--- src/hdl/rv_pkg.sv ---
package rv_pkg;

    parameter int xlen = 32;

    // major opcodes, inst[6:0]
    typedef enum logic [6:0] {
        OPC_LOAD   = 7'b0000011,
        OPC_STORE  = 7'b0100011,
        OPC_BRANCH = 7'b1100011,
        OPC_JAL    = 7'b1101111,
        OPC_JALR   = 7'b1100111,
        OPC_OP_IMM = 7'b0010011,
        OPC_OP     = 7'b0110011,
        OPC_LUI    = 7'b0110111,
        OPC_AUIPC  = 7'b0010111
    } opcode_e;

    typedef enum logic [3:0] {
        ALU_ADD    = 4'd0,
        ALU_SUB    = 4'd1,
        ALU_SLL    = 4'd2,
        ALU_SLT    = 4'd3,
        ALU_SLTU   = 4'd4,
        ALU_XOR    = 4'd5,
        ALU_SRL    = 4'd6,
        ALU_SRA    = 4'd7,
        ALU_OR     = 4'd8,
        ALU_AND    = 4'd9,
        ALU_PASS_B = 4'd10  // lui
    } alu_op_e;

    // same coding as the branch funct3
    typedef enum logic [2:0] {
        BR_BEQ  = 3'b000,
        BR_BNE  = 3'b001,
        BR_NONE = 3'b010,   // unused funct3 slot
        BR_BLT  = 3'b100,
        BR_BGE  = 3'b101,
        BR_BLTU = 3'b110,
        BR_BGEU = 3'b111
    } branch_e;

    typedef enum logic [1:0] {
        WB_NONE = 2'b00,
        WB_PC4  = 2'b01,
        WB_ALU  = 2'b10,
        WB_MEM  = 2'b11
    } wb_sel_e;

endpackage

--- src/hdl/reg_file.sv ---
module reg_file (
    input  logic                    clk,
    input  logic                    arst_n,
    input  logic                    rd_we,
    input  logic [4:0]              rs1_addr,
    input  logic [4:0]              rs2_addr,
    input  logic [4:0]              rd_addr,
    input  logic [rv_pkg::xlen-1:0] wb_data,
    output logic [rv_pkg::xlen-1:0] rs1_data,
    output logic [rv_pkg::xlen-1:0] rs2_data
);
    import rv_pkg::*;

    logic [xlen-1:0] regs [32];

    always_ff @(posedge clk or negedge arst_n) begin
        if (!arst_n) begin
            for (int i = 0; i < 32; i++) begin
                regs[i] <= '0;
            end
        end else if (rd_we && rd_addr != 5'd0) begin
            regs[rd_addr] <= wb_data;
        end
    end

    // asynchronous reads, x0 hardwired
    assign rs1_data = (rs1_addr == 5'd0) ? '0 : regs[rs1_addr];
    assign rs2_data = (rs2_addr == 5'd0) ? '0 : regs[rs2_addr];

endmodule

--- config.mk ---
export PLATFORM = sky130hd
export DESIGN_NAME = reg_file
export DESIGN_NICKNAME = d
export VERILOG_FILES = /design/src/hdl/rv_pkg.sv /design/src/hdl/reg_file.sv
export SDC_FILE = /design/constraint.sdc
export NUM_CORES = 2
export LEC_CHECK = 0
export BUFFER_PORTS_ARGS = -buffer_cell sky130_fd_sc_hd__buf_2
export CAP_MARGIN = 10
export CORE_MARGIN = 4
export CORE_UTILIZATION = 67
export CTS_CLUSTER_SIZE = 30
export DETAILED_ROUTE_END_ITERATION = 8
export PLACE_DENSITY = 0.92
export SYNTH_ARGS = -nofsm -noshare
export SYNTH_HDL_FRONTEND = slang
export SYNTH_SLANG_ARGS = --single-unit
--- constraint.sdc ---
create_clock -name clk -period 3 [get_ports clk]
set_clock_uncertainty 0.15 [all_clocks]
set_input_delay 0 -clock clk [delete_from_list [all_inputs] [get_ports clk]]
set_output_delay 0 -clock clk [all_outputs]
set_load 0.02 [all_outputs]
==> run_results.csv <==
group,metric,value,unit
outcome,outcome,"complete, but fails checks",
outcome,violations,"setup timing",
worst_setup_path,worstPathCellList,"mux4_2 -> a22oi_1 -> a311oi_1 -> buf_2",
layout,final_common_cell,"mux2_2",
layout,fin_area,60360,µm²
power_and_ir_drop,p_per_area,682.8,nW/µm²
floorplan,ios,114,
layout,drive_gt1_share,53.56,%
route,dr.pass1.iters,8,
placed_design,dp_cells,4526,
route,drt_iter0_drc,6616,
placed_design,place.gp.congestion,0.8665,
power_and_ir_drop,seqPwrFrac,45.8,%
clock_network,clk_pin_slew,0.07,ns
route,met2WireLength,79020,µm
floorplan,initial_utilization,67.61,%
yosys,synth-seq-cells,1024,
clock_network,clock-root-buffer,"clkbuf_16",
timing,slew-limit-headroom,16.79,%
yosys,synth_ff_type,"dfrtp_1",
yosys,avgSynthCellArea,15.02,µm²
clock_network,htreeDepth,3,
yosys,syn_area,54370,µm²
worst_setup_path,cp.arrival,2.90,ns
yosys,async_reset_ff_share,100.0,%
route,vias,39650,
power_and_ir_drop,power,41.22,mW
yosys,synth.distinct_cells,35,
power_and_ir_drop,power.leakage,26.07,nW
clock_network,post-cts-setup-buffers,0,
route,wirelength,185200,µm
clock_network,cts-buffers-inserted,102,
layout,fin_cells,4762,
power_and_ir_drop,combinationalPowerShare,21.3,%
worst_setup_path,setup.worst_path.start_class,"flop",
clock_network,cts.sink_count,1024,
worst_setup_path,crit_path_end_kind,"primary output",
timing,tightestPinTransition,1.246,ns
worst_setup_path,crit_required,2.85,ns
power_and_ir_drop,p_int,29.28,mW
global_routing,track_usage,43.34,%
run,cap_violations,0,
layout,regMostFlops,"regs",
floorplan,chipHeight,292.9,µm
yosys,synth_fp_nets,3671,
timing,finalCriticalPeriod,3.050,ns
layout,top_regs,"regs: 1024 flops",
yosys,yosys_warnings,0,
route,drt-met1-wl,58750,µm
power_and_ir_drop,p_sw_share,28.95,%
route,drtAntennaViolNets,0,
yosys,syn_inst,3621,
clock_network,tritoncts,"done",
power_and_ir_drop,ir_drop,554.8,µV
global_routing,grt_pass1_wl,274900,µm
global_routing,grt_pass1_vias,41650,
layout,nNetsFinal,3663,
timing,post-route-period-util,101.7,%
layout,layout_common_cells,"mux2_2 (1,046), dfrtp_1 (1,024), mux4_2 (448)",
clock_network,clk_path_buf_depth,3,
route,dr_wl_met3,28980,µm
hold_path,hold_class,"reg2reg",
worst_setup_path,cp_max_fo,3,
global_routing,antenna_found_initial,12,
placed_design,io_buffer_count,113,
layout,largest_reg_flops,1024,
worst_setup_path,crit_slowest_cell,"a311oi_1",
global_routing,grt_max_degree,139,
timing,fin_setup_tns,-0.05337,ns
timing,grt_setup_unrepaired,"false",
floorplan,fp.dieArea,85770,µm²
timing,fmax,0.3278,GHz
floorplan,chipWidth,292.9,µm
timing,drv_slew,0,
worst_setup_path,worstSetupPathType,"reg2out",
timing,final-hold-violation-count,0,
placed_design,dp_hpwl,97630,µm
layout,area_growth,11.02,%
yosys,synth-seq-area-share,47.13,%
route,drt-wirelength-per-cell,38.90,µm
timing,final.setup.worst_slack,-0.05043,ns
power_and_ir_drop,power.switching,11.93,mW
timing,setup_violations,2,
worst_setup_path,critPathTopFamily,"compound AO/OA/AOI/OAI gates",
floorplan,rows,104,
worst_setup_path,cp.buffers_inverters,1,
route,post-route-drc-count,0,
power_and_ir_drop,clkPwrFrac,33.0,%
route,viasPerCell,8.325,
worst_setup_path,critPathMaxStageDelay,0.98,ns
yosys,synth_edf_count,0,
floorplan,core_area,80420,µm²
clock_network,insertion_delay,0.68,ns
route,top_layer,"met5",
global_routing,grt_overflow_total,0,
placed_design,placed_area,56410,µm²
synth_stat cells, types with 3 or more instances:
master | count | area (µm²)
mux2_2 | 1046 | 11780
dfrtp_1 | 1024 | 25620
mux4_2 | 448 | 10090
clkbuf_1 | 223 | 837.1
buf_2 | 170 | 850.8
mux2i_1 | 128 | 1281
o21ai_0 | 101 | 505.5
nor2b_1 | 71 | 444.2
a211oi_1 | 64 | 480.5
a22oi_1 | 64 | 480.5
a311oi_1 | 64 | 560.5
nand2_1 | 49 | 183.9
a221oi_1 | 46 | 402.9
buf_4 | 34 | 255.2
nor2_1 | 19 | 71.32
o2111ai_1 | 18 | 157.7
mux2_1 | 10 | 112.6
o21ai_1 | 9 | 45.04
nand2b_1 | 5 | 31.28
buf_1 | 3 | 11.26
nand4b_1 | 3 | 26.28
nor3_1 | 3 | 15.01
or3_1 | 3 | 18.77
worst register-to-register path, cell delays in order (launching register included):
cell and delay, ns:
dfrtp_1 0.41, mux2_2 0.28, dlygate4sd3_1 0.56
routing by layer:
metal	vias up	GRT usage, %
met5	-	0
met4	8	33.21
met3	1441	19.33
met2	4223	60.80
met1	19900	52.86
li1	14070	-
worst paths after layout:
| check | startpoint | to | slack, ns | depth (start not counted) |
|---|---|---|---|---|
| setup reg to reg | regs[823] | regs[823] | 1.48 | 2 |
| setup / recovery | regs[377] | rs1_data[25] | -0.05 | 4 |
| hold / removal | regs[1011] | regs[1011] | 0.24 | 0 |
| min in group asynchronous | arst_n | regs[141] | 0.52 | 4 |
| max in group asynchronous | arst_n | regs[802] | 0.84 | 4 |
| hold reg to reg | regs[1011] | regs[1011] | 0.24 | 0 |
cell families after synthesis:
group	share of synthesized area (%)
multiplexers	42.79
flip-flops	47.13
buffers and inverters	3.631
AO/OA/AOI/OAI	4.842
AND/OR/NAND/NOR	1.611
power groups by stage:
stage	sequential, mW	combinational (mW)	clock, mW
6_report	18.9	8.77	13.6
4_1_cts	18.5	8.51	13.5
5_1_grt	19.0	9.15	14.1
3_3_place_gp	18.3	7.83	0
3_5_place_dp	18.6	8.18	0
2_1_floorplan	17.8	6.23	0
stage by stage:
stage | hold slack, ns | utilization (%) | setup slack, ns
2_1_floorplan | -0.4456 | - | 1.181
3_3_place_gp | -0.2160 | 70.15 | 0.3694
3_5_place_dp | -0.2124 | 70.15 | 0.3322
4_1_cts | 0.2470 | 75.02 | 0.002872
5_1_grt | 0.2587 | 75.04 | 0.01460
6_report | 0.2442 | 75.06 | -0.05043
repair_timing:
item / 4_1_cts / 5_1_grt
hold endpoints to repair: 2016 / 0
resized for setup: 0 / 2
hold buffers: 43 / 0
endpoints found under the setup margin: 0 / 2
layout make-up:
| type | count | area [µm²] |
|---|---|---|
| tap | 1060 | 1326 |
| clock buffer | 153 | 3015 |
| multi-input combinational | 2163 | 26990 |
| timing repair buffer | 320 | 2903 |
| clock inverter | 31 | 467.9 |
| fill | 4107 | 20050 |
| inverter | 2 | 10.01 |
| antenna | 9 | 22.52 |
| sequential | 1024 | 25620 |
Power figures use the tool's default switching activity.
