[config.mk]
export PLATFORM = sky130hd
export DESIGN_NAME = pc_unit
export DESIGN_NICKNAME = d
export VERILOG_FILES = /design/src/hdl/rv_pkg.sv /design/src/hdl/pc_unit.sv
export SDC_FILE = /design/constraint.sdc
export NUM_CORES = 1
export LEC_CHECK = 0
export ABC_AREA = 1
export BUFFER_PORTS_ARGS = -buffer_cell sky130_fd_sc_hd__buf_2
export CAP_MARGIN = 10
export CORE_ASPECT_RATIO = 1.5
export CORE_MARGIN = 2
export CORE_UTILIZATION = 40
export CTS_CLUSTER_DIAMETER = 120
export DETAILED_ROUTE_END_ITERATION = 8
export PLACE_DENSITY = 0.76
export SYNTH_ARGS = -nofsm -noshare
export SYNTH_HDL_FRONTEND = slang
export SYNTH_SLANG_ARGS = --single-unit
[constraint.sdc]
create_clock -name clk -period 1.8 [get_ports clk]
set_clock_uncertainty 0.05 [all_clocks]
set_input_delay 0.36 -clock clk [delete_from_list [all_inputs] [get_ports clk]]
set_output_delay 0.36 -clock clk [all_outputs]
set_load 0.02 [all_outputs]
[src/hdl/rv_pkg.sv]
package rv_pkg;

    parameter int xlen = 32;

    // major opcodes, inst[6:0]
    typedef enum logic [6:0] {
        OPC_LOAD   = 7'b0000011,
        OPC_STORE  = 7'b0100011,
        OPC_BRANCH = 7'b1100011,
        OPC_JAL    = 7'b1101111,
        OPC_JALR   = 7'b1100111,
        OPC_OP_IMM = 7'b0010011,
        OPC_OP     = 7'b0110011,
        OPC_LUI    = 7'b0110111,
        OPC_AUIPC  = 7'b0010111
    } opcode_e;

    typedef enum logic [3:0] {
        ALU_ADD    = 4'd0,
        ALU_SUB    = 4'd1,
        ALU_SLL    = 4'd2,
        ALU_SLT    = 4'd3,
        ALU_SLTU   = 4'd4,
        ALU_XOR    = 4'd5,
        ALU_SRL    = 4'd6,
        ALU_SRA    = 4'd7,
        ALU_OR     = 4'd8,
        ALU_AND    = 4'd9,
        ALU_PASS_B = 4'd10  // lui
    } alu_op_e;

    // same coding as the branch funct3
    typedef enum logic [2:0] {
        BR_BEQ  = 3'b000,
        BR_BNE  = 3'b001,
        BR_NONE = 3'b010,   // unused funct3 slot
        BR_BLT  = 3'b100,
        BR_BGE  = 3'b101,
        BR_BLTU = 3'b110,
        BR_BGEU = 3'b111
    } branch_e;

    typedef enum logic [1:0] {
        WB_NONE = 2'b00,
        WB_PC4  = 2'b01,
        WB_ALU  = 2'b10,
        WB_MEM  = 2'b11
    } wb_sel_e;

endpackage

[src/hdl/pc_unit.sv]
module pc_unit #(
    parameter logic [rv_pkg::xlen-1:0] reset_pc = '0
) (
    input  logic                    clk,
    input  logic                    arst_n,
    input  logic                    jump,
    input  logic                    taken,
    input  logic                    is_jalr,
    input  logic [rv_pkg::xlen-1:0] target,
    output logic [rv_pkg::xlen-1:0] pc,
    output logic [rv_pkg::xlen-1:0] pc_plus4
);
    import rv_pkg::*;

    logic [xlen-1:0] next_pc;

    assign pc_plus4 = pc + xlen'(4);

    always_comb begin
        if (jump || taken) begin
            next_pc = is_jalr ? {target[xlen-1:1], 1'b0} : target;   // jalr drops bit 0
        end else begin
            next_pc = pc_plus4;
        end
    end

    always_ff @(posedge clk or negedge arst_n) begin
        if (!arst_n) begin
            pc <= reset_pc;
        end else begin
            pc <= next_pc;
        end
    end

endmodule

==> results of run 1 <==
repair_timing:
action,in CTS,in global routing
hold buffers,0,0
pin swaps,22,30
endpoints found under the setup margin,28,29
buffers inserted,11,4
resized for setup,77,28
through the flow:
stage               instances  total power [mW]  instance area, sq um  hold slack [ns]  setup slack [ns]
detailed placement        496              1.54                  2960            0.419           -0.0601
global placement          496              1.53                  2960            0.404           -0.0260
global route              517              2.43                  3520            0.127            -0.416
floorplan                 309              1.25                  2210           0.0144           0.00305
finish                    517              2.30                  3520           0.0729            -0.308
CTS                       514              2.28                  3410            0.105            -0.362
worst register-to-register path, delay by kind of cell, from the launching register on:
| kind | cells | cell delay (ns) |
|---|---|---|
| buffers and inverters | 3 | 0.37 |
| and+or+nand+nor | 7 | 0.76 |
| DFF | 1 | 0.41 |
final cells by class:
type,instances,area share (%)
clock buffers,8,2.84
multi-input cells,252,42.1
repair buffers,140,27.9
flip-flops and latches,32,22.9
inverters,17,1.81
well taps,68,2.41
worst max-delay path by stage:
stage,start,endpoint,slack (ns),depth (start not counted)
2_1_floorplan,pc[2],pc_plus4[19],0.003,7
3_3_place_gp,pc[2],pc_plus4[22],-0.03,8
3_5_place_dp,pc[3],pc_plus4[16],-0.06,7
4_1_cts,pc[3],pc_plus4[19],-0.36,9
5_1_grt,pc[3],pc_plus4[19],-0.42,9
6_report,pc[3],pc_plus4[19],-0.31,9
kinds of logic after synthesis:
kind of cell    count (synthesis)
buf+inv                        25
compound gates                  1
simple gates                  235
flops                          32
fa+ha+maj                       1
xor+xnor                       15
cells in the mapped netlist (all sizes together):
cell type and count:
nand3 8, buf 5, o21ai 1, nand3b 8
xor2 11, xnor2 4, nor2 40, clkbuf 3
nand2 175, and2 4, inv 17, dfrtp 32
ha 1
where the power goes:
group	internal, mW	total, mW	switching, mW
combinational	0.365	0.832	0.467
clock	0.349	0.615	0.266
sequential	0.783	0.857	0.0745
per-layer routing:
layer,vias up,global-route usage (%)
li1,1191,-
met1,1116,23.6
met2,72,44.9
met3,19,4.29
met4,0,11.7
met5,-,0
==> metrics list, run 1 <==
- Leading cell type in the layout, fill and taps excluded: sky130_fd_sc_hd__nand2_1
- Worst R2R End: pc[19]
* Clock-pin slew reported for the worst setup and hold paths after clock tree synthesis: approximately 0.070 ns
- After synthesis, the largest family of logic cells by area is simple AND/OR/NAND/NOR gates.
- Of the total synthesized cell area, the portion taken by full adders, half adders and majority gates is less than 1%.
- For the pin with the worst max-slew slack, the measured transition is about 0.72 ns.
- Synth-to-Final Area Change: 61.6%
- For this run, design rule violations remaining after detail routing come to 0.
- Detailed-route via count: around 2.4k
- Largest register by flop count: pc
* Met3 routed wirelength: around 270 um
- Entering global routing, the biggest net connects 34 pins.
- For this block, the initial DRC count from the detailed router was 60.
* Top layer used by detailed routing: met4
- Result of the run: complete, but fails checks
- Clock tree buffer depth: 2
* Flip-flop and latch count after synthesis: 32
* Count of endpoints failing hold in the final timing report: 0
- Synthesized-area fraction occupied by xor and xnor cells: under 10%
- At the later pin of the worst-skew pair, clock insertion delay measures about 0.29 ns.
- Most area-consuming cells after synthesis: sky130_fd_sc_hd__dfrtp_1 37%, sky130_fd_sc_hd__nand2_1 29%, sky130_fd_sc_hd__xor2_2 5.2%
* Slowest library cell on the worst path: sky130_fd_sc_hd__dfrtp_2
- For the worst setup path, the data required time is between 1 and 1.5 ns.
* Violations in the final reports: setup timing
* Post-layout nets: roughly 490
* Maximum clock rate: roughly 470 MHz
- For this design the ratio of total power to cell area is roughly 650 mW/mm^2.
* Buffer cell driving the clock tree root: sky130_fd_sc_hd__clkbuf_8
- Routed metal-1 wirelength: roughly 2400 um
* Number of setup violations in the final report: 28
- In this run the vertical extent of the chip is ~94 um.
- The number of global-route vias before repair came to 2544.
* Maximum cell stage delay along the critical path: a little over 0.4 ns
- Fraction of final layout cells sized beyond drive strength 1: about half
- Setup repair after global routing could not meet its margin everywhere.
- Clock tree synthesis found a total of 32 sinks.
* Distinct cells, synth: 21
- In this run the worst path has a maximum fanout of 5.
- The largest registers in the layout are pc (32).
- Area leader, netlist: sky130_fd_sc_hd__dfrtp_1
- The repair_antennas step left the layout with diodes totalling 0.
* Post-synthesis average cell area: a little over 7 sq um
- Minimum setup slack among reg-to-reg paths: approximately 0.1 ns
- Slew headroom: between 50% and 60%
* Gate Count Post-Synth: ~310
- When the netlist entered floorplanning its net count stood at between 300 and 400.
- TritonCTS built the clock tree.
- The floorplan step defined a core boundary enclosing between 0.005 and 0.006 sq mm.
- Source of the worst register-to-register timing path: pc[3]
- At the worst endpoint, the arrival time is between 1.5 and 2 ns.
- Total clock buffers created by CTS: 5
- The congestion estimate from routability-driven global placement came to roughly 0.9.
* Routed Wire Length: approximately 6700 um
* Critical-path cell list: buf_6, nand2_4, nor2_8, nand2_8, nor2_4, nand2_2, nand2_2, and2_4, buf_6
* Hold Path Class: in -> async
* Sum of buffers and inverters on the critical path: 2
- In the layout the commonest cells are 144 x sky130_fd_sc_hd__nand2_1, 72 x sky130_fd_sc_hd__buf_2, 38 x sky130_fd_sc_hd__buf_4.
- Before antenna repair, the detailed router went through 4 iterations.
* Length in cells of the worst reg-to-reg path: 10
- In this run the remaining antenna-violating nets after routing total 0.
- Max reg flops: 32
- Share of synthesized area spent on multiplexers: 0%
- The cell area that synthesis handed to floorplanning was 0.00218 sq mm.
* Area used by multi-input combinational logic: 0.00148 sq mm
* Initial antenna violation count: 0
* Yosys Warn Count: 0
- The smallest clock period supported by the final layout is computed as 2.11 ns.
* Port Buf Inserts: 100
* Static leakage power: 1.89 nW
* Crit end category: primary output
* Tcrit/Tclk final: 117%
* Worst setup margin: -0.308 ns
* Number of standard-cell rows in the floorplan: 32
- Initial standard-cell utilization of the core: about two fifths
* Ports: between 100 and 150
- Met2 layer wire length in the routed design: between 3000 and 4000 um
- Summing the areas of all compound-gate instances in the mapped netlist gives less than 1% of the synthesized area.
- Kind of start point of the critical path: flip-flop
* Layout Utilization: 67.7%
- Overall fraction of global-route tracks in use: between 20% and 30%
* Total Die Area: around 0.006 sq mm
- Maxcap violations: 0
- In this run the biggest area consumer among cell types represents between 30% and 40% of the synthesized area.
- Worst vdd rail ir drop: around 450 uV
- Die Span X: 64.3 um
- The worst setup path is of the reg -> out kind.
- Summed over all nets, the half-perimeter wirelength after detailed placement is between 4000 and 5000 um.
- Using the TritonRoute via totals, the vias-per-cell ratio works out to 4.64.
* Sequential cell area: ~810 sq um
* Sequential fraction of the synthesis area: roughly 37%
- For this run the aggregate overflow at the end of global routing stands at 0.
* Global-route wire length before repair: 11100 um
- H-tree Lvls: 2
* Filler Cell Count: between 400 and 500
- Area fraction in and, or, nand and nor cells after synthesis: approximately half
* Final TNS setup: -6.41 ns
- Broken down by cell family, the worst path's largest delay share belongs to simple AND/OR/NAND/NOR gates.
* Wire length per cell: around 13 um
- Number of max-slew violations in the final report: 0
Power figures use the tool's default switching activity.
==> run 2, diff against run 1 <==
Clock period 1.8 ns to 2.1 ns, I/O delays scaled along.
==> metrics list, run 2 (synthesis results as in run 1) <==
- The number of core rows was 32 (unchanged).
* Leading registers by flop count: pc (32)
- CTS tree: done
- The vertical die dimension is 94.4 um (unchanged).
- Detail Placement HPWL: 4600 um (-2.7%)
- Port Buf Inserts: 100 (unchanged)
- The worst path uses 105% of the clock period.
- The final setup violation count came to 21 (-25%).
* Post-layout nets: 474 (-2.5%)
* Hold Path Class: in -> async
- Critical-path cell list: buf_6, nand2_4, nor2_8, buf_6, nand2_4, nor2_4, nand2_1, nand2_1, nand2_2, buf_6
- The sum of negative setup slack is -1.10 ns (+5.31 ns).
- Total overflow reported by the global router: 0 (unchanged)
- Count of endpoints failing hold in the final timing report: 0 (unchanged)
- Minimum setup slack among reg-to-reg paths: 0.39 ns (+0.29 ns)
* DRC errors left: 0 (unchanged)
- The flip-flop count of the largest register after layout came to 32 (unchanged).
- Kind of start point of the critical path: flip-flop
* Top cell family by delay on the critical path: simple AND/OR/NAND/NOR gates
- Maximum fanout encountered on the critical timing path: 5 (unchanged)
- The total core area is 0.00520 sq mm (unchanged).
- Crit end category: primary output
- Number of buffers inserted for hold repair after clock tree synthesis: 0 (unchanged)
- Number of antenna-violating nets in the routed design: 0 (unchanged)
- Detailed-route via count: 2349 (-2.0%)
- The combined area of the multi-input logic cells was 0.00144 sq mm (-3.1%).
- The final setup slack of the worst path came to -0.111 ns (+0.197 ns).
- Leading cell type in the layout, fill and taps excluded: sky130_fd_sc_hd__nand2_1
- Stages on worst setup path: 10 (+1)
- Routed vias/inst: 4.66 (+0.48%)
* Worst R2R End: pc[23]
* Maxcap violations: 0 (unchanged)
- The clock input transition at the sequential cells of the worst setup and hold paths was 0.07 ns (about the same).
* Slew headroom: 35.3% (-17 points)
* Worst EP arrival: 1.74 ns (+0.04 ns)
* Die Span X: 64.3 um (unchanged)
- Derived from the worst setup path, the maximum achievable clock frequency is 452 MHz.
* Highest-count cells in the layout ignoring fill and taps: 148 x sky130_fd_sc_hd__nand2_1, 79 x sky130_fd_sc_hd__buf_2, 29 x sky130_fd_sc_hd__buf_4
* Starting DRT DRC Count: 38 (-37%)
- RePlAce Congestion: 0.859 (-2.0%)
- Setup CP Type: reg -> out
- Total power of the final layout: 1.92 mW (-17%)
- Fraction of final layout cells sized beyond drive strength 1: 49.3% (+0.31 points)
- The wire length of the first global-routing pass came to 9950 um (-11%).
- The pin count of the biggest net entering global routing was 34 (unchanged).
* Clock latency at the later pin of the worst-skew pair: 0.28 ns (about the same)
- The power density over the cells came to 575 mW/mm^2 (-12%).
- Setup repair after global routing could not meet its margin everywhere.
- The worst-case vdd ir drop was 360 uV (-20%).
- The worst setup slack before clock tree synthesis came to 0.117 ns (+0.177 ns).
* Slowest library cell on the worst path: sky130_fd_sc_hd__dfrtp_2
* Largest register by flop count: pc
- Overall fraction of global-route tracks in use: 21.2% (-2.1 points)
- The detailed-route wire length is 6630 um (-1.5%).
- Num Clock Sinks: 32 (unchanged)
* Total clock buffers created by CTS: 5 (unchanged)
* Initial standard-cell utilization of the core: 41.9% (unchanged)
- Buffer cell driving the clock tree root: sky130_fd_sc_hd__clkbuf_8
* Slew at the pin closest to its max-slew limit: 0.970 ns (+0.254 ns)
* Ant diodes: 0 (unchanged)
* Number of max-slew violations in the final report: 0 (unchanged)
- The depth of the worst register-to-register path came to 12 (+2).
- Synth-to-Final Area Change: 53.4%
* Sequential cell area: 816 sq um (+0.93%)
* Total Die Area: 0.00607 sq mm (unchanged)
* Static leakage power: 1.80 nW (-4.9%)
* Ports: 101 (unchanged)
* Initial antenna violation count: 0 (unchanged)
- Sum of buffers and inverters on the critical path: 3 (+1)
- H-tree Lvls: 2 (unchanged)
- Maximum cell stage delay along the critical path: 0.41 ns (about the same)
- The post-detailed-route wirelength per cell is 13.1 um (+1.0%).
* Filler Cell Count: 441 (+4.8%)
- Violations in the final reports: setup timing
- The flow ran to the end, but the final reports show violations.
* Critical Path Most Common Cell: sky130_fd_sc_hd__buf_6
* Data required, critical path: 1.63 ns (+0.24 ns)
* Shortest clock period the worst path allows after layout: roughly 2.2 ns
- Source of the worst register-to-register timing path: pc[3]
- First-pass iteration count of the detailed router: 4 (unchanged)
- Clock tree buffer depth: 2 (unchanged)
- The number of global-route vias before repair was 2259 (-11%).
- Layout Utilization: 64.3% (-3.4 points)
run 2: changes by cell type in the layout (fill, tap and decap cells not counted), sizes merged:
cell    previous run  this run
buf              140       128
clkbuf             8         7
run 2: repair_timing:
action | 4_1_cts | 5_1_grt
buffers inserted | 10 | 17
gates resized for setup | 40 | 58
setup endpoints to repair | 23 | 23
gates cloned | 0 | 0
endpoints found under the hold margin | 0 | 0
pin swaps | 10 | 27
run 2: how the worst max path moves through the flow:
stage | from | slack [ns] | to
after detailed placement | pc[2] | 0.12 | pc_plus4[26]
after global routing | pc[3] | -0.19 | pc_plus4[19]
after floorplan | pc[3] | 0.09 | pc_plus4[12]
after CTS | pc[2] | -0.1 | pc_plus4[30]
final | pc[3] | -0.11 | pc_plus4[23]
after global placement | pc[2] | 0.17 | pc_plus4[26]
run 2: power breakdown:
part	leakage, nW	switching (mW)	internal (mW)
Combinational	1.38	0.383	0.271
Sequential	0.370	0.0729	0.673
Clock	0.0503	0.232	0.292
Total	1.80	0.688	1.24
run 2: final cells by class:
cell class              instances  share of cell area (%)
clock buffers                   7                    2.88
inverters                      17                    1.91
multi-input cells             252                    43.0
flip-flops and latches         32                    24.4
well taps                      68                    2.54
repair buffers                128                    25.3
run 2: metal layers:
metal | global-route usage, % | share of wire (%) | vias to the layer above
li1 | - | - | 1176
met1 | 21.2 | 36 | 1086
met2 | 42.3 | 57 | 72
met3 | 2.98 | 4.2 | 15
met4 | 9.75 | 3.0 | 0
met5 | 0 | 0 | -
run 2: per-stage QoR:
stage / cell area [sq um] / hold slack (ns) / std cells
finish: 3350 / 0.140 / 504
global route: 3350 / 0.197 / 504
CTS: 3010 / 0.160 / 487
detailed placement: 2740 / 0.434 / 470
global placement: 2740 / 0.429 / 470
floorplan: 2180 / 0.0744 / 309
