--- config.mk ---
export PLATFORM = sky130hd
export DESIGN_NAME = inst_decoder
export DESIGN_NICKNAME = d
export VERILOG_FILES = /design/src/hdl/rv_pkg.sv /design/src/hdl/inst_decoder.sv
export SDC_FILE = /design/constraint.sdc
export NUM_CORES = 1
export LEC_CHECK = 0
export BUFFER_PORTS_ARGS = -buffer_cell sky130_fd_sc_hd__buf_2
export CAP_MARGIN = 40
export CORE_MARGIN = 2
export CORE_UTILIZATION = 38
export DETAILED_ROUTE_END_ITERATION = 12
export MAX_ROUTING_LAYER = met4
export PLACE_DENSITY = 0.85
export SETUP_SLACK_MARGIN = 0.1
export SLEW_MARGIN = 20
export SYNTH_ARGS = -nofsm -noshare
export SYNTH_HDL_FRONTEND = slang
export SYNTH_SLANG_ARGS = --single-unit
--- constraint.sdc ---
create_clock -name vclk -period 1.75
set_input_delay 0.2625 -clock vclk [all_inputs]
set_output_delay 0.2625 -clock vclk [all_outputs]
set_load 0.05 [all_outputs]
--- src/hdl/rv_pkg.sv ---
package rv_pkg;

    parameter int xlen = 32;

    // major opcodes, inst[6:0]
    typedef enum logic [6:0] {
        OPC_LOAD   = 7'b0000011,
        OPC_STORE  = 7'b0100011,
        OPC_BRANCH = 7'b1100011,
        OPC_JAL    = 7'b1101111,
        OPC_JALR   = 7'b1100111,
        OPC_OP_IMM = 7'b0010011,
        OPC_OP     = 7'b0110011,
        OPC_LUI    = 7'b0110111,
        OPC_AUIPC  = 7'b0010111
    } opcode_e;

    typedef enum logic [3:0] {
        ALU_ADD    = 4'd0,
        ALU_SUB    = 4'd1,
        ALU_SLL    = 4'd2,
        ALU_SLT    = 4'd3,
        ALU_SLTU   = 4'd4,
        ALU_XOR    = 4'd5,
        ALU_SRL    = 4'd6,
        ALU_SRA    = 4'd7,
        ALU_OR     = 4'd8,
        ALU_AND    = 4'd9,
        ALU_PASS_B = 4'd10  // lui
    } alu_op_e;

    // same coding as the branch funct3
    typedef enum logic [2:0] {
        BR_BEQ  = 3'b000,
        BR_BNE  = 3'b001,
        BR_NONE = 3'b010,   // unused funct3 slot
        BR_BLT  = 3'b100,
        BR_BGE  = 3'b101,
        BR_BLTU = 3'b110,
        BR_BGEU = 3'b111
    } branch_e;

    typedef enum logic [1:0] {
        WB_NONE = 2'b00,
        WB_PC4  = 2'b01,
        WB_ALU  = 2'b10,
        WB_MEM  = 2'b11
    } wb_sel_e;

endpackage

--- src/hdl/inst_decoder.sv ---
module inst_decoder (
    input  logic [rv_pkg::xlen-1:0] inst,
    output logic                    alu_a_sel,   // 1 rs1, 0 pc
    output logic                    alu_b_sel,   // 1 imm, 0 rs2
    output rv_pkg::alu_op_e         alu_op,
    output rv_pkg::branch_e         branch_cond,
    output logic                    jump,
    output logic                    is_jalr,
    output rv_pkg::wb_sel_e         wb_sel,
    output logic                    rd_we,
    output logic                    mem_rd_en,
    output logic                    mem_wr_en,
    output logic [2:0]              mem_funct3,
    output logic                    illegal
);
    import rv_pkg::*;

    opcode_e    opcode;
    logic [2:0] funct3;
    logic [6:0] funct7;
    logic [4:0] rd;
    logic       write_en;   // before the x0 filter
    logic       alt_ok;     // funct3 values where funct7 = 0100000 exists
    logic       f7_check;   // funct7 has to be decoded

    assign opcode     = opcode_e'(inst[6:0]);
    assign funct3     = inst[14:12];
    assign funct7     = inst[31:25];
    assign rd         = inst[11:7];
    assign mem_funct3 = funct3;

    assign alt_ok   = (funct3 == 3'b101) || (funct3 == 3'b000 && opcode == OPC_OP);
    assign f7_check = (opcode == OPC_OP) || (funct3 == 3'b001) || (funct3 == 3'b101);

    always_comb begin
        alu_a_sel   = 1'b1;
        alu_b_sel   = 1'b1;
        alu_op      = ALU_ADD;   // address and target adds
        branch_cond = BR_NONE;
        jump        = 1'b0;
        is_jalr     = 1'b0;
        wb_sel      = WB_NONE;
        write_en    = 1'b0;
        mem_rd_en   = 1'b0;
        mem_wr_en   = 1'b0;
        illegal     = 1'b0;
        case (opcode)
            OPC_LUI: begin
                alu_op   = ALU_PASS_B;
                wb_sel   = WB_ALU;
                write_en = 1'b1;
            end
            OPC_AUIPC: begin
                alu_a_sel = 1'b0;
                wb_sel    = WB_ALU;
                write_en  = 1'b1;
            end
            OPC_JAL: begin
                alu_a_sel = 1'b0;
                jump      = 1'b1;
                wb_sel    = WB_PC4;
                write_en  = 1'b1;
            end
            OPC_JALR: begin
                jump     = 1'b1;
                is_jalr  = 1'b1;
                wb_sel   = WB_PC4;
                write_en = 1'b1;
                illegal  = (funct3 != 3'b000);
            end
            OPC_BRANCH: begin
                alu_a_sel = 1'b0;   // pc + imm
                if (funct3[2:1] == 2'b01) begin
                    illegal = 1'b1;
                end else begin
                    branch_cond = branch_e'(funct3);
                end
            end
            OPC_LOAD: begin
                mem_rd_en = 1'b1;
                wb_sel    = WB_MEM;
                write_en  = 1'b1;
                illegal   = (funct3 == 3'b011) || (funct3[2:1] == 2'b11);
            end
            OPC_STORE: begin
                mem_wr_en = 1'b1;
                illegal   = funct3[2] || (funct3 == 3'b011);
            end
            OPC_OP_IMM, OPC_OP: begin
                alu_b_sel = (opcode == OPC_OP_IMM);
                wb_sel    = WB_ALU;
                write_en  = 1'b1;
                case (funct3)
                    3'b000:  alu_op = (opcode == OPC_OP && funct7[5]) ? ALU_SUB : ALU_ADD;
                    3'b001:  alu_op = ALU_SLL;
                    3'b010:  alu_op = ALU_SLT;
                    3'b011:  alu_op = ALU_SLTU;
                    3'b100:  alu_op = ALU_XOR;
                    3'b101:  alu_op = funct7[5] ? ALU_SRA : ALU_SRL;
                    3'b110:  alu_op = ALU_OR;
                    default: alu_op = ALU_AND;
                endcase
                if (f7_check && !(funct7 == 7'b0000000 || (funct7 == 7'b0100000 && alt_ok))) begin
                    illegal = 1'b1;
                end
            end
            default: illegal = 1'b1;
        endcase

        // unsupported encodings retire as a no-op
        if (illegal) begin
            branch_cond = BR_NONE;
            jump        = 1'b0;
            is_jalr     = 1'b0;
            wb_sel      = WB_NONE;
            write_en    = 1'b0;
            mem_rd_en   = 1'b0;
            mem_wr_en   = 1'b0;
        end
    end

    assign rd_we = write_en && (rd != 5'd0);   // x0 never reported

endmodule

==> impl_metrics.xml, run 1 <==
<?xml version="1.0" encoding="UTF-8"?>
<metrics>
  <group name="outcome">
    <metric name="run_status" unit="">did not finish</metric>
    <metric name="step_where_the_flow_halted" unit="">4_1_cts</metric>
    <metric name="firstError" unit="">[ERROR DPL-0038] Utilization greater than 100%, impossible to legalize</metric>
  </group>
  <group name="floorplanning">
    <metric name="die_height" unit="um">40.6</metric>
    <metric name="die-width" unit="um">40.6</metric>
    <metric name="initial_standard_cell_utilization_of_the_core" unit="">0.401</metric>
    <metric name="row_count" unit="">13</metric>
    <metric name="ios" unit="">52</metric>
  </group>
  <group name="placement">
    <metric name="gp_congestion" unit="">0.815</metric>
    <metric name="buffer_ports.inserted" unit="">42</metric>
    <metric name="detailed_place_hpwl" unit="um">1840</metric>
  </group>
  <group name="logic_synthesis">
    <metric name="netlist.area_leader.share" unit="">0.0688</metric>
    <metric name="synth-seq-area-share" unit="">0</metric>
    <metric name="synth-warning-count" unit="">0</metric>
    <metric name="syn_area" unit="sq um">509</metric>
    <metric name="synth_nets" unit="">111</metric>
    <metric name="largest_cells_by_area_after_synthesis" unit="">sky130_fd_sc_hd__nor3_1, sky130_fd_sc_hd__o21ai_0, sky130_fd_sc_hd__nor4_1</metric>
    <metric name="post_synthesis_cell_type_count" unit="">38</metric>
    <metric name="synth.largest_area_cell" unit="">sky130_fd_sc_hd__nor3_1</metric>
    <metric name="synth.avg_cell_area" unit="sq um">6.45</metric>
    <metric name="netlist_instances" unit="">79</metric>
  </group>
  <group name="clock_tree">
    <metric name="ctsResizeCount" unit="">59</metric>
    <metric name="post-cts-setup-buffer-count" unit="">7</metric>
    <metric name="post_cts_hold_buffer_count" unit="">0</metric>
  </group>
</metrics>
==> synth_stat cells (2+ instances only) <==
cell type                  count
sky130_fd_sc_hd__inv_1         3
sky130_fd_sc_hd__a21oi_1       2
sky130_fd_sc_hd__a2111o_1      2
sky130_fd_sc_hd__nor2b_1       2
sky130_fd_sc_hd__nand3b_1      3
sky130_fd_sc_hd__nor3_1        7
sky130_fd_sc_hd__buf_2         5
sky130_fd_sc_hd__o21ai_0       7
sky130_fd_sc_hd__nor4_1        5
sky130_fd_sc_hd__buf_4         3
sky130_fd_sc_hd__or3_1         2
sky130_fd_sc_hd__nor2_1        8
sky130_fd_sc_hd__nand2_1       5
==> cells by family after synthesis <==
kind of cell	synth area share
AO/OA/AOI/OAI	0.310
AND/OR/NAND/NOR	0.523
multiplexers	0.0221
buffers and inverters	0.145
==> stage by stage <==
stage | instance area, sq um | setup TNS (ns) | utilization | worst slack (ns) | std cells
3_5_place_dp | 1050 | -2.37 | 0.826 | -0.303 | 153
2_1_floorplan | 673 | -1.50 | - | -0.244 | 79
3_3_place_gp | 1050 | -1.87 | 0.826 | -0.266 | 153
==> run 2, diff against run 1 <==
Settings changed: CORE_AREA from default to 2 2 63 65, CORE_MARGIN 2 to default, CORE_UTILIZATION 38 to default, DIE_AREA from default to 0 0 65 67, MAX_ROUTING_LAYER met4 to default, PLACE_DENSITY 0.85 to default, PLACE_DENSITY_LB_ADDON from default to 0.15, SETUP_SLACK_MARGIN 0.1 to default.
==> run 2 against run 1 <==
The flow now finishes, with violations (negative setup slack). Synthesized cell count stayed put. Synthesized area unchanged.
==> impl_metrics.xml, run 2 <==
<?xml version="1.0" encoding="UTF-8"?>
<metrics>
  <group name="outcome">
    <metric name="run_status" unit="">complete, but fails checks</metric>
    <metric name="failing_checks" unit="">negative setup slack</metric>
  </group>
  <group name="power_and_ir_drop">
    <metric name="vdd.ir_drop.worst" unit="mV">0.0782</metric>
    <metric name="power.static_leakage" unit="nW">0.578</metric>
    <metric name="power_per_cell_area" unit="mW/mm^2">179</metric>
  </group>
  <group name="route">
    <metric name="route.detailed.drc" unit="">0</metric>
    <metric name="firstDrtPassIters" unit="">3</metric>
    <metric name="initialDrtViolationCount" unit="">19</metric>
    <metric name="routedWlPerCell" unit="um">12.6</metric>
    <metric name="via_per_inst" unit="">4.39</metric>
    <metric name="ant_nets" unit="">0</metric>
    <metric name="wl" unit="um">2480</metric>
    <metric name="vias" unit="">865</metric>
  </group>
  <group name="timing">
    <metric name="final-max-slew-violation-count" unit="">0</metric>
    <metric name="setup_viol_count_final" unit="">8</metric>
    <metric name="grt_setup_unrepaired" unit="">yes</metric>
    <metric name="maxSlewHeadroom" unit="">0.689</metric>
    <metric name="report.final.hold_viol_count" unit="">0</metric>
    <metric name="fin_setup_tns" unit="ns">-1.29</metric>
    <metric name="worst_pin_slew" unit="ns">0.463</metric>
    <metric name="clock.fmax" unit="MHz">515</metric>
    <metric name="fin_worst_setup_slack" unit="ns">-0.193</metric>
    <metric name="post-route-min-period" unit="ns">1.94</metric>
    <metric name="timing.final.crit_share" unit="">1.11</metric>
  </group>
  <group name="finish">
    <metric name="instances_no_fill" unit="">197</metric>
    <metric name="area.sequential" unit="sq um">0</metric>
    <metric name="seq_cells" unit="">0</metric>
    <metric name="post_route_cells_drive_above_1_share" unit="">0.725</metric>
    <metric name="num-nets-final" unit="">183</metric>
    <metric name="n_antenna_cell" unit="">0</metric>
    <metric name="layout.clock_buffers" unit="">0</metric>
    <metric name="mostFrequentLayoutCell" unit="">sky130_fd_sc_hd__buf_4</metric>
    <metric name="filler_cell_count" unit="">404</metric>
    <metric name="final_cell_mix" unit="">sky130_fd_sc_hd__buf_4, sky130_fd_sc_hd__buf_2, sky130_fd_sc_hd__buf_6</metric>
    <metric name="post_layout_util" unit="">0.387</metric>
    <metric name="finish.instance_area" unit="sq mm">0.00139</metric>
    <metric name="flow.area_growth_from_synthesis" unit="%">174</metric>
  </group>
  <group name="setup_path">
    <metric name="cp_data_required_time" unit="ns">1.49</metric>
    <metric name="crit_path_end_kind" unit="">output port</metric>
    <metric name="critical_path_type" unit="">in -&gt; out</metric>
    <metric name="critical_path_launch_point_type" unit="">input port</metric>
    <metric name="critical_path_arrival" unit="ns">1.68</metric>
    <metric name="cp_max_fo" unit="">4</metric>
  </group>
  <group name="hold_path">
    <metric name="min_path_type" unit="">in -&gt; out</metric>
  </group>
  <group name="logic_synthesis">
    <metric name="synth-warning-count" unit="">0</metric>
    <metric name="yosys.cell_count.top_type" unit="">sky130_fd_sc_hd__nor2_1</metric>
    <metric name="synth-seq-area-share" unit="">0</metric>
    <metric name="synth_nets" unit="">111</metric>
    <metric name="syn_area" unit="sq um">509</metric>
    <metric name="synth.largest_area_cell" unit="">sky130_fd_sc_hd__nor3_1</metric>
    <metric name="yosys-top-cells-count" unit="">sky130_fd_sc_hd__nor2_1, sky130_fd_sc_hd__nor3_1, sky130_fd_sc_hd__o21ai_0</metric>
    <metric name="post_synthesis_cell_type_count" unit="">38</metric>
    <metric name="netlist.area_leader.share" unit="">0.0688</metric>
    <metric name="synth.avg_cell_area" unit="sq um">6.45</metric>
    <metric name="largest_cells_by_area_after_synthesis" unit="">sky130_fd_sc_hd__nor3_1, sky130_fd_sc_hd__o21ai_0, sky130_fd_sc_hd__nor4_1</metric>
    <metric name="netlist_instances" unit="">79</metric>
  </group>
  <group name="floorplanning">
    <metric name="die-width" unit="um">65</metric>
    <metric name="initial_standard_cell_utilization_of_the_core" unit="">0.141</metric>
    <metric name="ios" unit="">52</metric>
    <metric name="fp.dieArea" unit="sq mm">0.00436</metric>
    <metric name="fp.coreArea" unit="sq mm">0.00361</metric>
    <metric name="row_count" unit="">22</metric>
    <metric name="die_height" unit="um">67</metric>
  </group>
  <group name="placement">
    <metric name="post_placement_setup_slack" unit="ns">-0.307</metric>
    <metric name="gp_congestion" unit="">0.732</metric>
    <metric name="place_area" unit="sq mm">0.00107</metric>
    <metric name="numPlacedInstances" unit="">186</metric>
    <metric name="buffer_ports.inserted" unit="">42</metric>
    <metric name="detailed_place_hpwl" unit="um">1920</metric>
  </group>
  <group name="grt">
    <metric name="grt_pass1_vias" unit="">860</metric>
    <metric name="grt_max_degree" unit="">11</metric>
    <metric name="antenna_violations_before_repair" unit="">0</metric>
    <metric name="first_pass_grt_wire_length" unit="um">4070</metric>
    <metric name="gr-total-overflow" unit="">0</metric>
    <metric name="grt_total_usage" unit="">0.116</metric>
  </group>
  <group name="job">
    <metric name="drv_cap" unit="">0</metric>
  </group>
</metrics>
## run 2: logic make-up (layout without fill, tap and decap cells)
kind of cell,count (synthesis),in the layout,share of synthesized area
muxes,1,1,0.0221
AOI/OAI and AO/OA,21,21,0.310
and+or+nand+nor,44,44,0.523
buffers and inverters,13,83,0.145
## run 2: per-stage QoR
step / power [mW] / hold WS (ns)
final: 0.249 / 0.861
after floorplan: 0.121 / 0.688
after CTS: 0.232 / 0.861
after detailed placement: 0.200 / 0.861
after global placement: 0.199 / 0.860
after global routing: 0.268 / 0.870
## run 2: repair_timing
item / CTS / global route
resized for setup: 46 / 20
endpoints found under the setup margin: 10 / 12
pin swaps: 11 / 5
hold buffers: 0 / 0
setup buffers: 8 / 7
## run 2: routing by layer
layer / vias to the layer above / part of all wire / GRT usage / wire length (um)
met1: 396 / 0.47 / 0.161 / 1170
met2: 30 / 0.47 / 0.206 / 1180
met3: 0 / 0.053 / 0.00845 / 131
met5: - / 0 / 0 / 0
met4: 0 / 0 / 0 / 0
li1: 439 / - / - / -
## run 2: worst max-delay path, stage by stage
cell and delay, ns:
sky130_fd_sc_hd__buf_8 0.10, sky130_fd_sc_hd__or3_4 0.41, sky130_fd_sc_hd__o211ai_4 0.19, sky130_fd_sc_hd__a311oi_4 0.11, sky130_fd_sc_hd__a2111o_2 0.43, sky130_fd_sc_hd__buf_6 0.16
## run 2: cell type report
| cell class | count | area, sq um | area share |
|---|---|---|---|
| inverters | 3 | 11.3 | 0.00808 |
| multi-input cells | 66 | 652 | 0.468 |
| well taps | 48 | 60.1 | 0.0431 |
| repair buffers | 80 | 671 | 0.481 |
## run 2: path summary, 6_finish.rpt
| path | from | to | slack [ns] | cells after the start |
|---|---|---|---|---|
| setup / recovery | inst[13] | illegal | -0.19 | 6 |
| hold / removal | inst[14] | mem_funct3[2] | 0.86 | 2 |
## run 2: where the power goes
group	internal, mW	switching (mW)	total, mW	leakage [nW]
Clock	0	0	0	0
Combinational	0.121	0.128	0.249	0.578
Sequential	0	0	0	0
No activity file was read; power rests on OpenSTA's default activity.
