--- config.mk ---
export PLATFORM = sky130hd
export DESIGN_NAME = branch_unit
export DESIGN_NICKNAME = d
export VERILOG_FILES = /design/src/hdl/rv_pkg.sv /design/src/hdl/branch_unit.sv
export SDC_FILE = /design/constraint.sdc
export NUM_CORES = 1
export LEC_CHECK = 0
export ABC_AREA = 1
export ABC_CLOCK_PERIOD_IN_PS = 4430
export BUFFER_PORTS_ARGS = -buffer_cell sky130_fd_sc_hd__buf_4
export CAP_MARGIN = 20
export CORE_AREA = 2 2 61 63
export DETAILED_ROUTE_END_ITERATION = 10
export DIE_AREA = 0 0 63 65
export GPL_TIMING_DRIVEN = 0
export SLEW_MARGIN = 25
export SYNTH_ARGS = -nofsm -noshare
export SYNTH_HDL_FRONTEND = slang
export SYNTH_SLANG_ARGS = --single-unit
--- constraint.sdc ---
create_clock -name vclk -period 4.43
set_clock_uncertainty 0.2 [all_clocks]
set_input_delay 0.886 -clock vclk [all_inputs]
set_output_delay 0.886 -clock vclk [all_outputs]
set_load 0.01 [all_outputs]
--- src/hdl/rv_pkg.sv ---
package rv_pkg;

    parameter int xlen = 32;

    // major opcodes, inst[6:0]
    typedef enum logic [6:0] {
        OPC_LOAD   = 7'b0000011,
        OPC_STORE  = 7'b0100011,
        OPC_BRANCH = 7'b1100011,
        OPC_JAL    = 7'b1101111,
        OPC_JALR   = 7'b1100111,
        OPC_OP_IMM = 7'b0010011,
        OPC_OP     = 7'b0110011,
        OPC_LUI    = 7'b0110111,
        OPC_AUIPC  = 7'b0010111
    } opcode_e;

    typedef enum logic [3:0] {
        ALU_ADD    = 4'd0,
        ALU_SUB    = 4'd1,
        ALU_SLL    = 4'd2,
        ALU_SLT    = 4'd3,
        ALU_SLTU   = 4'd4,
        ALU_XOR    = 4'd5,
        ALU_SRL    = 4'd6,
        ALU_SRA    = 4'd7,
        ALU_OR     = 4'd8,
        ALU_AND    = 4'd9,
        ALU_PASS_B = 4'd10  // lui
    } alu_op_e;

    // same coding as the branch funct3
    typedef enum logic [2:0] {
        BR_BEQ  = 3'b000,
        BR_BNE  = 3'b001,
        BR_NONE = 3'b010,   // unused funct3 slot
        BR_BLT  = 3'b100,
        BR_BGE  = 3'b101,
        BR_BLTU = 3'b110,
        BR_BGEU = 3'b111
    } branch_e;

    typedef enum logic [1:0] {
        WB_NONE = 2'b00,
        WB_PC4  = 2'b01,
        WB_ALU  = 2'b10,
        WB_MEM  = 2'b11
    } wb_sel_e;

endpackage

--- src/hdl/branch_unit.sv ---
module branch_unit (
    input  logic [rv_pkg::xlen-1:0] rs1_data,
    input  logic [rv_pkg::xlen-1:0] rs2_data,
    input  rv_pkg::branch_e         branch_cond,
    output logic                    taken
);
    import rv_pkg::*;

    always_comb begin
        case (branch_cond)
            BR_BEQ:  taken = (rs1_data == rs2_data);
            BR_BNE:  taken = (rs1_data != rs2_data);
            BR_BLT:  taken = ($signed(rs1_data) < $signed(rs2_data));
            BR_BGE:  taken = ($signed(rs1_data) >= $signed(rs2_data));
            BR_BLTU: taken = (rs1_data < rs2_data);
            BR_BGEU: taken = (rs1_data >= rs2_data);
            default: taken = 1'b0;   // not a branch
        endcase
    end

endmodule

==> flow_summary.json, run 1 <==
{
  "synthTopCellsByArea": "ha_1 (41%), inv_1 (17%), nand2_1 (15%)",
  "grt_first_pass_wirelength_um": 3590,
  "crit_chain": "buf_4, ha_1, a21oi_1, o21a_1, nand2_1, a21oi_1, nand3_1, nand2_1, inv_1, nor2_1, nand3_1, buf_4",
  "gp_congestion": 0.734,
  "grt_pass1_vias": 984,
  "antenna_left": 0,
  "drive_above_1_share": 0.312,
  "cp_num_buf_inv": 3,
  "antenna_found_initial": 0,
  "cp.arrival_ns": 2.45,
  "powerDensity_nw_per_um2": 79.3,
  "seq_cells": 0,
  "dp_slack_ns": 0.856,
  "synth.avg_cell_area_um2": 5.87,
  "synth_area_leader_cell": "ha_1",
  "ff_latch_area_um2": 0,
  "final_max_slew_viol_count": 0,
  "crit_family": "compound AO/OA/AOI/OAI gates",
  "io_buffers": 68,
  "syn_inst": 166,
  "ys_warn_count": 0,
  "drc": 0,
  "post_cts_resized": 0,
  "first_pass_iters": 4,
  "wl_um": 2030,
  "route.vias.total": 1137,
  "outcome": "completed",
  "dp_hpwl_um": 1970,
  "worstMarginPinSlew_ns": 0.297,
  "min_period_over_period": 0.799,
  "drt-initial-drc-count": 15,
  "seq_area_frac_synth": 0,
  "post_cts_buffers": 0,
  "die_w_um": 63,
  "nClkBuffers": 0,
  "num_antenna_cells": 0,
  "overflow": 0,
  "rows": 22,
  "relSlewSlack": 0.802,
  "synthToLayoutAreaGrowth_pct": 58.5,
  "syn_area_um2": 975,
  "track_usage": 0.0989,
  "worstHoldPathType": "primary input to primary output",
  "num-nets-final": 335,
  "worst_path_max_delay_cell": "ha_1",
  "hold_viol": 0,
  "max_stage_delay_ns": 0.34,
  "yosysTopAreaCellShare": 0.411,
  "drv_cap": 0,
  "synth_cell_type_count": 15,
  "final_cell_mix": "buf_4 (68), inv_1 (45), nand2_1 (39)",
  "layout_commonest_cell": "buf_4",
  "setup_violations": 0,
  "required_ns": 3.34,
  "critPathKind": "primary input to primary output",
  "synth_nets": 265,
  "period_needed_ns": 3.54,
  "cts_hold_buf": 0,
  "endpoint_kind": "primary output",
  "io_pins": 68,
  "worst_slack_ns": 0.892,
  "die-area_um2": 4100,
  "leakage_nw": 0.998,
  "wire_per_inst_um": 7.20,
  "fp.dieH_um": 65,
  "grt_max_degree": 6,
  "rsz0062_at_grt": "no",
  "ir_worst_vdd_mv": 0.0287,
  "start_kind": "primary input",
  "start_util": 0.279,
  "routed_via_density": 4.03,
  "final.setup.tns_ns": 0,
  "worstPathMaxFanout": 4,
  "core_um2": 3500,
  "max_freq_ghz": 0.283
}
## tightest hold or removal path: stages
cell	delay [ns]
buf_4	0.08
nor3_1	0.04
nand3_1	0.07
nand3_1	0.07
buf_4	0.14
## stage by stage
step                utilization  total power [mW]  std cells  instance area, µm²  hold slack, ns
finish                    0.442             0.122        282                1550            1.98
global route              0.442             0.143        282                1550            2.03
CTS                       0.442             0.125        282                1550            1.99
detailed placement        0.442             0.125        282                1550            1.99
global placement          0.442             0.123        282                1550            1.99
floorplan                     -            0.0650        166                 975            1.78
## final timing paths
path | start | to | slack (ns) | cells after the start
setup / recovery | rs1_data[31] | taken | 0.89 | 12
hold / removal | branch_cond[1] | taken | 1.98 | 5
## final cells by class
type,count,area (µm²)
Fill cell,394,1950
Multi-Input combinational cell,121,806
Timing Repair Buffer,68,510
Inverter,45,169
Tap cell,48,60.1
## Yosys cell counts
library cell	n
nand2_1	39
nor2_1	11
nand3_1	9
o21ai_0	2
nor3b_2	1
o21a_1	2
ha_1	32
a21oi_1	14
nand2_2	3
o21ai_1	1
nor3_1	3
nor2_2	1
nand4_1	2
a21o_1	1
inv_1	45
## per-layer routing
layer  track usage  share of wire  vias to the layer above
met3       0.00694          0.079                        0
met1         0.139           0.48                      439
met2         0.176           0.44                       38
met4             0              0                        0
met5             0              0                        -
li1              -              -                      660
## power breakdown
| part | internal (mW) | total [mW] | leakage, nW | switching [mW] |
|---|---|---|---|---|
| Combinational | 0.0716 | 0.122 | 0.998 | 0.0509 |
| Clock | 0 | 0 | 0 | 0 |
| Sequential | 0 | 0 | 0 | 0 |
| Total | 0.0716 | 0.122 | 0.998 | 0.0509 |
## cells by family after synthesis
family / after synthesis / share of synthesized area
buffers and inverters: 45 / 0.173
AOI/OAI and AO/OA: 20 / 0.110
adders and majority gates: 32 / 0.411
and+or+nand+nor: 69 / 0.306
No activity file was read; power rests on OpenSTA's default activity.
==> run 2: changes to the inputs <==
--- a/config.mk
+++ b/config.mk
@@ -6,7 +6,7 @@
 export NUM_CORES = 1
 export LEC_CHECK = 0
 export ABC_AREA = 1
-export ABC_CLOCK_PERIOD_IN_PS = 4430
+export ABC_CLOCK_PERIOD_IN_PS = 3190
 export BUFFER_PORTS_ARGS = -buffer_cell sky130_fd_sc_hd__buf_4
 export CAP_MARGIN = 20
 export CORE_AREA = 2 2 61 63
==> constraint.sdc (replaced) <==
create_clock -name vclk -period 3.19
set_clock_uncertainty 0.2 [all_clocks]
set_input_delay 0.638 -clock vclk [all_inputs]
set_output_delay 0.638 -clock vclk [all_outputs]
set_load 0.01 [all_outputs]
==> run 2 against run 1 <==
Compared with the run above:
- wire length up 5.1%
- sequential share of layout area is the same
- worst hold slack lost 0.49 ns
- critical path type unchanged
==> flow_summary.json, run 2 (synthesis results as in run 1) <==
{
  "fillCellCount": 401,
  "worstMarginPinSlew_ns": 0.189,
  "grt_first_pass_wirelength_um": 3590,
  "worstHoldPathType": "primary input to primary output",
  "leakage_nw": 1.02,
  "final_util": 0.454,
  "synthToLayoutAreaGrowth_pct": 62.9,
  "seq_cells": 0,
  "endpoint_kind": "primary output",
  "required_ns": 2.35,
  "io_pins": 68,
  "hold_end": "taken",
  "min_period_over_period": 0.943,
  "antenna_found_initial": 0,
  "min_from": "branch_cond[1]",
  "drv_cap": 0,
  "num-nets-final": 336,
  "multi_input_area_um2": 841,
  "critPathKind": "primary input to primary output",
  "antenna_left": 0,
  "outcome": "completed",
  "drc": 0,
  "die_w_um": 63,
  "dp_hpwl_um": 1970,
  "worst_slack_ns": 0.183,
  "overflow": 0,
  "fp.dieH_um": 65,
  "placed_area_um2": 1550,
  "start_util": 0.279,
  "whs_path_depth": 5,
  "route.vias.total": 1159,
  "routed_via_density": 4.10,
  "period_needed_ns": 3.01,
  "start_kind": "primary input",
  "setup_violations": 0,
  "gp_congestion": 0.734,
  "grt_max_degree": 6,
  "nClkBuffers": 0,
  "wl_um": 2130,
  "io_buffers": 68,
  "max_freq_ghz": 0.333,
  "dp_slack_ns": 0.112,
  "cp.arrival_ns": 2.17,
  "die-area_um2": 4100,
  "relSlewSlack": 0.874,
  "drt-initial-drc-count": 16,
  "track_usage": 0.0989,
  "powerDensity_nw_per_um2": 111,
  "drive_above_1_share": 0.336,
  "ir_worst_vdd_mv": 0.0398,
  "stdcell_area_um2": 1590,
  "worstPathMaxFanout": 4,
  "rows": 22,
  "final.setup.tns_ns": 0,
  "wire_per_inst_um": 7.54,
  "ff_latch_area_um2": 0,
  "num_antenna_cells": 0,
  "layout_commonest_cell": "buf_4",
  "final_max_slew_viol_count": 0,
  "final_cell_mix": "buf_4 (69), inv_1 (45), nand2_1 (39)",
  "hold_viol": 0,
  "first_pass_iters": 4,
  "grt_pass1_vias": 984,
  "core_um2": 3500
}
run 2: report_power, final:
group	switching, mW	total, mW	internal, mW
combinational	0.0751	0.177	0.102
clock	0	0	0
sequential	0	0	0
total	0.0751	0.177	0.102
run 2: cell type report:
type | instances | area share
repair buffers | 69 | 0.326
multi-input cells | 121 | 0.530
well taps | 48 | 0.0378
inverters | 45 | 0.106
run 2: repair_timing:
action                                  4_1_cts  5_1_grt
resized for setup                             0        7
endpoints found under the setup margin        0        1
buffers inserted                              0        1
hold buffers                                  0        0
run 2: worst max-delay path by stage:
stage / startpoint / to / slack [ns] / depth (start not counted)
after global placement: rs1_data[31] / taken / 0.10 / 14
after detailed placement: rs1_data[31] / taken / 0.11 / 12
after floorplan: rs2_data[31] / taken / 0.45 / 13
after global routing: rs1_data[5] / taken / -0.01 / 15
final: rs2_data[31] / taken / 0.18 / 15
after CTS: rs1_data[31] / taken / 0.11 / 12
run 2: layer usage:
metal,global-route usage,wire length [µm],vias up
li1,-,-,663
met1,0.139,1010,456
met2,0.176,960,40
met3,0.00694,163,0
met4,0,0,0
met5,0,0,-
run 2: critical path, cell delays in order:
cell and delay [ns]:
buf_4 0.08, inv_1 0.05, ha_4 0.28, nand2_2 0.07, nor2_4 0.11, nand2_2 0.08, nor3b_4 0.22, nand2_2 0.10
buf_4 0.13, nand3_1 0.08, nand2_1 0.06, inv_1 0.05, nor2_1 0.04, nand3_1 0.07, buf_4 0.12
run 2: through the flow:
step / power (mW) / hold slack, ns / std cells
after floorplan: 0.0903 / 1.29 / 166
after global placement: 0.171 / 1.50 / 282
after detailed placement: 0.173 / 1.49 / 282
after CTS: 0.174 / 1.49 / 282
after global routing: 0.207 / 1.54 / 283
final: 0.177 / 1.49 / 283
==> run 3: changes to the inputs <==
--- a/config.mk
+++ b/config.mk
@@ -9,10 +9,11 @@
 export ABC_CLOCK_PERIOD_IN_PS = 3190
 export BUFFER_PORTS_ARGS = -buffer_cell sky130_fd_sc_hd__buf_4
 export CAP_MARGIN = 20
-export CORE_AREA = 2 2 61 63
+export CORE_AREA = 2 2 53 55
 export DETAILED_ROUTE_END_ITERATION = 10
-export DIE_AREA = 0 0 63 65
+export DIE_AREA = 0 0 55 57
 export GPL_TIMING_DRIVEN = 0
+export PLACE_DENSITY = 0.78
 export SLEW_MARGIN = 25
 export SYNTH_ARGS = -nofsm -noshare
 export SYNTH_HDL_FRONTEND = slang
==> run 3 against run 2 <==
Compared with the run above:
- setup slack worse by 0.0078 ns
- final cell count down 6.4%
- maximum frequency down 0.26%
- critical path depth unchanged
- first-iteration DRC count fell by 81%
- wire length is 1.6% higher
- global-route usage increased by 3.8 points
- sequential cell count is the same
- highest routed layer unchanged
==> flow_summary.json, run 3 (synthesis results as in run 1) <==
{
  "outcome": "completed",
  "layout_commonest_cell": "buf_4",
  "setup_violations": 0,
  "routed_via_density": 4.45,
  "drv_cap": 0,
  "drc": 0,
  "start_util": 0.373,
  "required_ns": 2.35,
  "io_pins": 68,
  "antenna_left": 0,
  "fp.dieH_um": 57,
  "final_max_slew_viol_count": 0,
  "wl_um": 2170,
  "worstPathMaxFanout": 4,
  "placed_area_um2": 1520,
  "endpoint_kind": "primary output",
  "die_w_um": 55,
  "rows": 19,
  "final.setup.tns_ns": 0,
  "first_pass_iters": 4,
  "core_um2": 2620,
  "period_needed_ns": 3.02,
  "min_period_over_period": 0.945,
  "start_kind": "primary input",
  "io_buffers": 68,
  "max_freq_ghz": 0.332,
  "die-area_um2": 3140,
  "wire_per_inst_um": 8.18,
  "overflow": 0,
  "num-nets-final": 335,
  "seq_cells": 0,
  "ir_worst_vdd_mv": 0.0683,
  "drt-initial-drc-count": 3,
  "cts_hold_buf": 0,
  "stdcell_area_um2": 1570,
  "ff_latch_area_um2": 0,
  "num_antenna_cells": 0,
  "hold_viol": 0,
  "nClkBuffers": 0,
  "worstHoldPathType": "primary input to primary output",
  "powerDensity_nw_per_um2": 114,
  "dp_hpwl_um": 2040,
  "final_cell_mix": "buf_4 (68), inv_1 (45), nand2_1 (38)",
  "cp.arrival_ns": 2.18,
  "route.vias.total": 1180,
  "track_usage": 0.137,
  "relSlewSlack": 0.865,
  "grt_max_degree": 6,
  "grt_first_pass_wirelength_um": 3510,
  "antenna_found_initial": 0,
  "drive_above_1_share": 0.329,
  "critPathKind": "primary input to primary output",
  "synthToLayoutAreaGrowth_pct": 60.7,
  "rsz0062_at_grt": "no",
  "leakage_nw": 1.02,
  "grt_pass1_vias": 996,
  "worstMarginPinSlew_ns": 0.202,
  "gp_congestion": 0.746
}
[run 3: cell count changes in the layout (fill, tap and decap cells not counted), sizes merged]
cell  previous run  this run
buf             69        68
[run 3: cell type report]
class,instances,area [µm²]
inverter,45,169
multi-input combinational,121,848
timing repair buffer,68,510
fill,263,1050
tap,31,38.8
[run 3: path summary, 6_finish.rpt]
check | end | slack, ns | from | depth (start not counted)
hold / removal | taken | 1.48 | branch_cond[1] | 5
setup / recovery | taken | 0.17 | rs2_data[31] | 15
[run 3: worst max-delay path, cell delays in order]
cell and delay, ns:
buf_4 0.08, inv_1 0.05, ha_4 0.28, nand2_2 0.07
nor2_4 0.11, nand2_2 0.07, nor3b_4 0.24, nand2_2 0.11
nand2_1 0.06, o21ai_1 0.05, inv_1 0.04, nand2_1 0.04
nor2_1 0.09, nand3_1 0.08, buf_4 0.14
[run 3: power breakdown]
part | internal (mW) | switching (mW)
clock network | 0 | 0
registers | 0 | 0
logic | 0.103 | 0.0759
total | 0.103 | 0.0759
[run 3: through the flow]
stage	power (mW)	instances	worst slack [ns]	hold slack, ns	utilization
floorplan	0.0903	166	0.445	1.29	-
global placement	0.169	265	0.109	1.48	0.583
detailed placement	0.174	265	0.0998	1.49	0.583
CTS	0.175	265	0.0975	1.49	0.583
global route	0.208	265	0.00590	1.55	0.599
finish	0.179	265	0.175	1.48	0.599
[run 3: metal layers]
metal | track usage | part of all wire | wire length (µm) | up-vias
li1 | - | - | - | 659
met5 | 0 | 0 | 0 | -
met3 | 0.00524 | 0.067 | 145 | 0
met4 | 0 | 0 | 0 | 0
met1 | 0.160 | 0.38 | 833 | 486
met2 | 0.277 | 0.55 | 1190 | 35
[run 3: what timing repair did]
action	4_1_cts	5_1_grt
hold endpoints to repair	0	0
endpoints found under the setup margin	0	1
buffers inserted	0	0
resized for setup	0	6
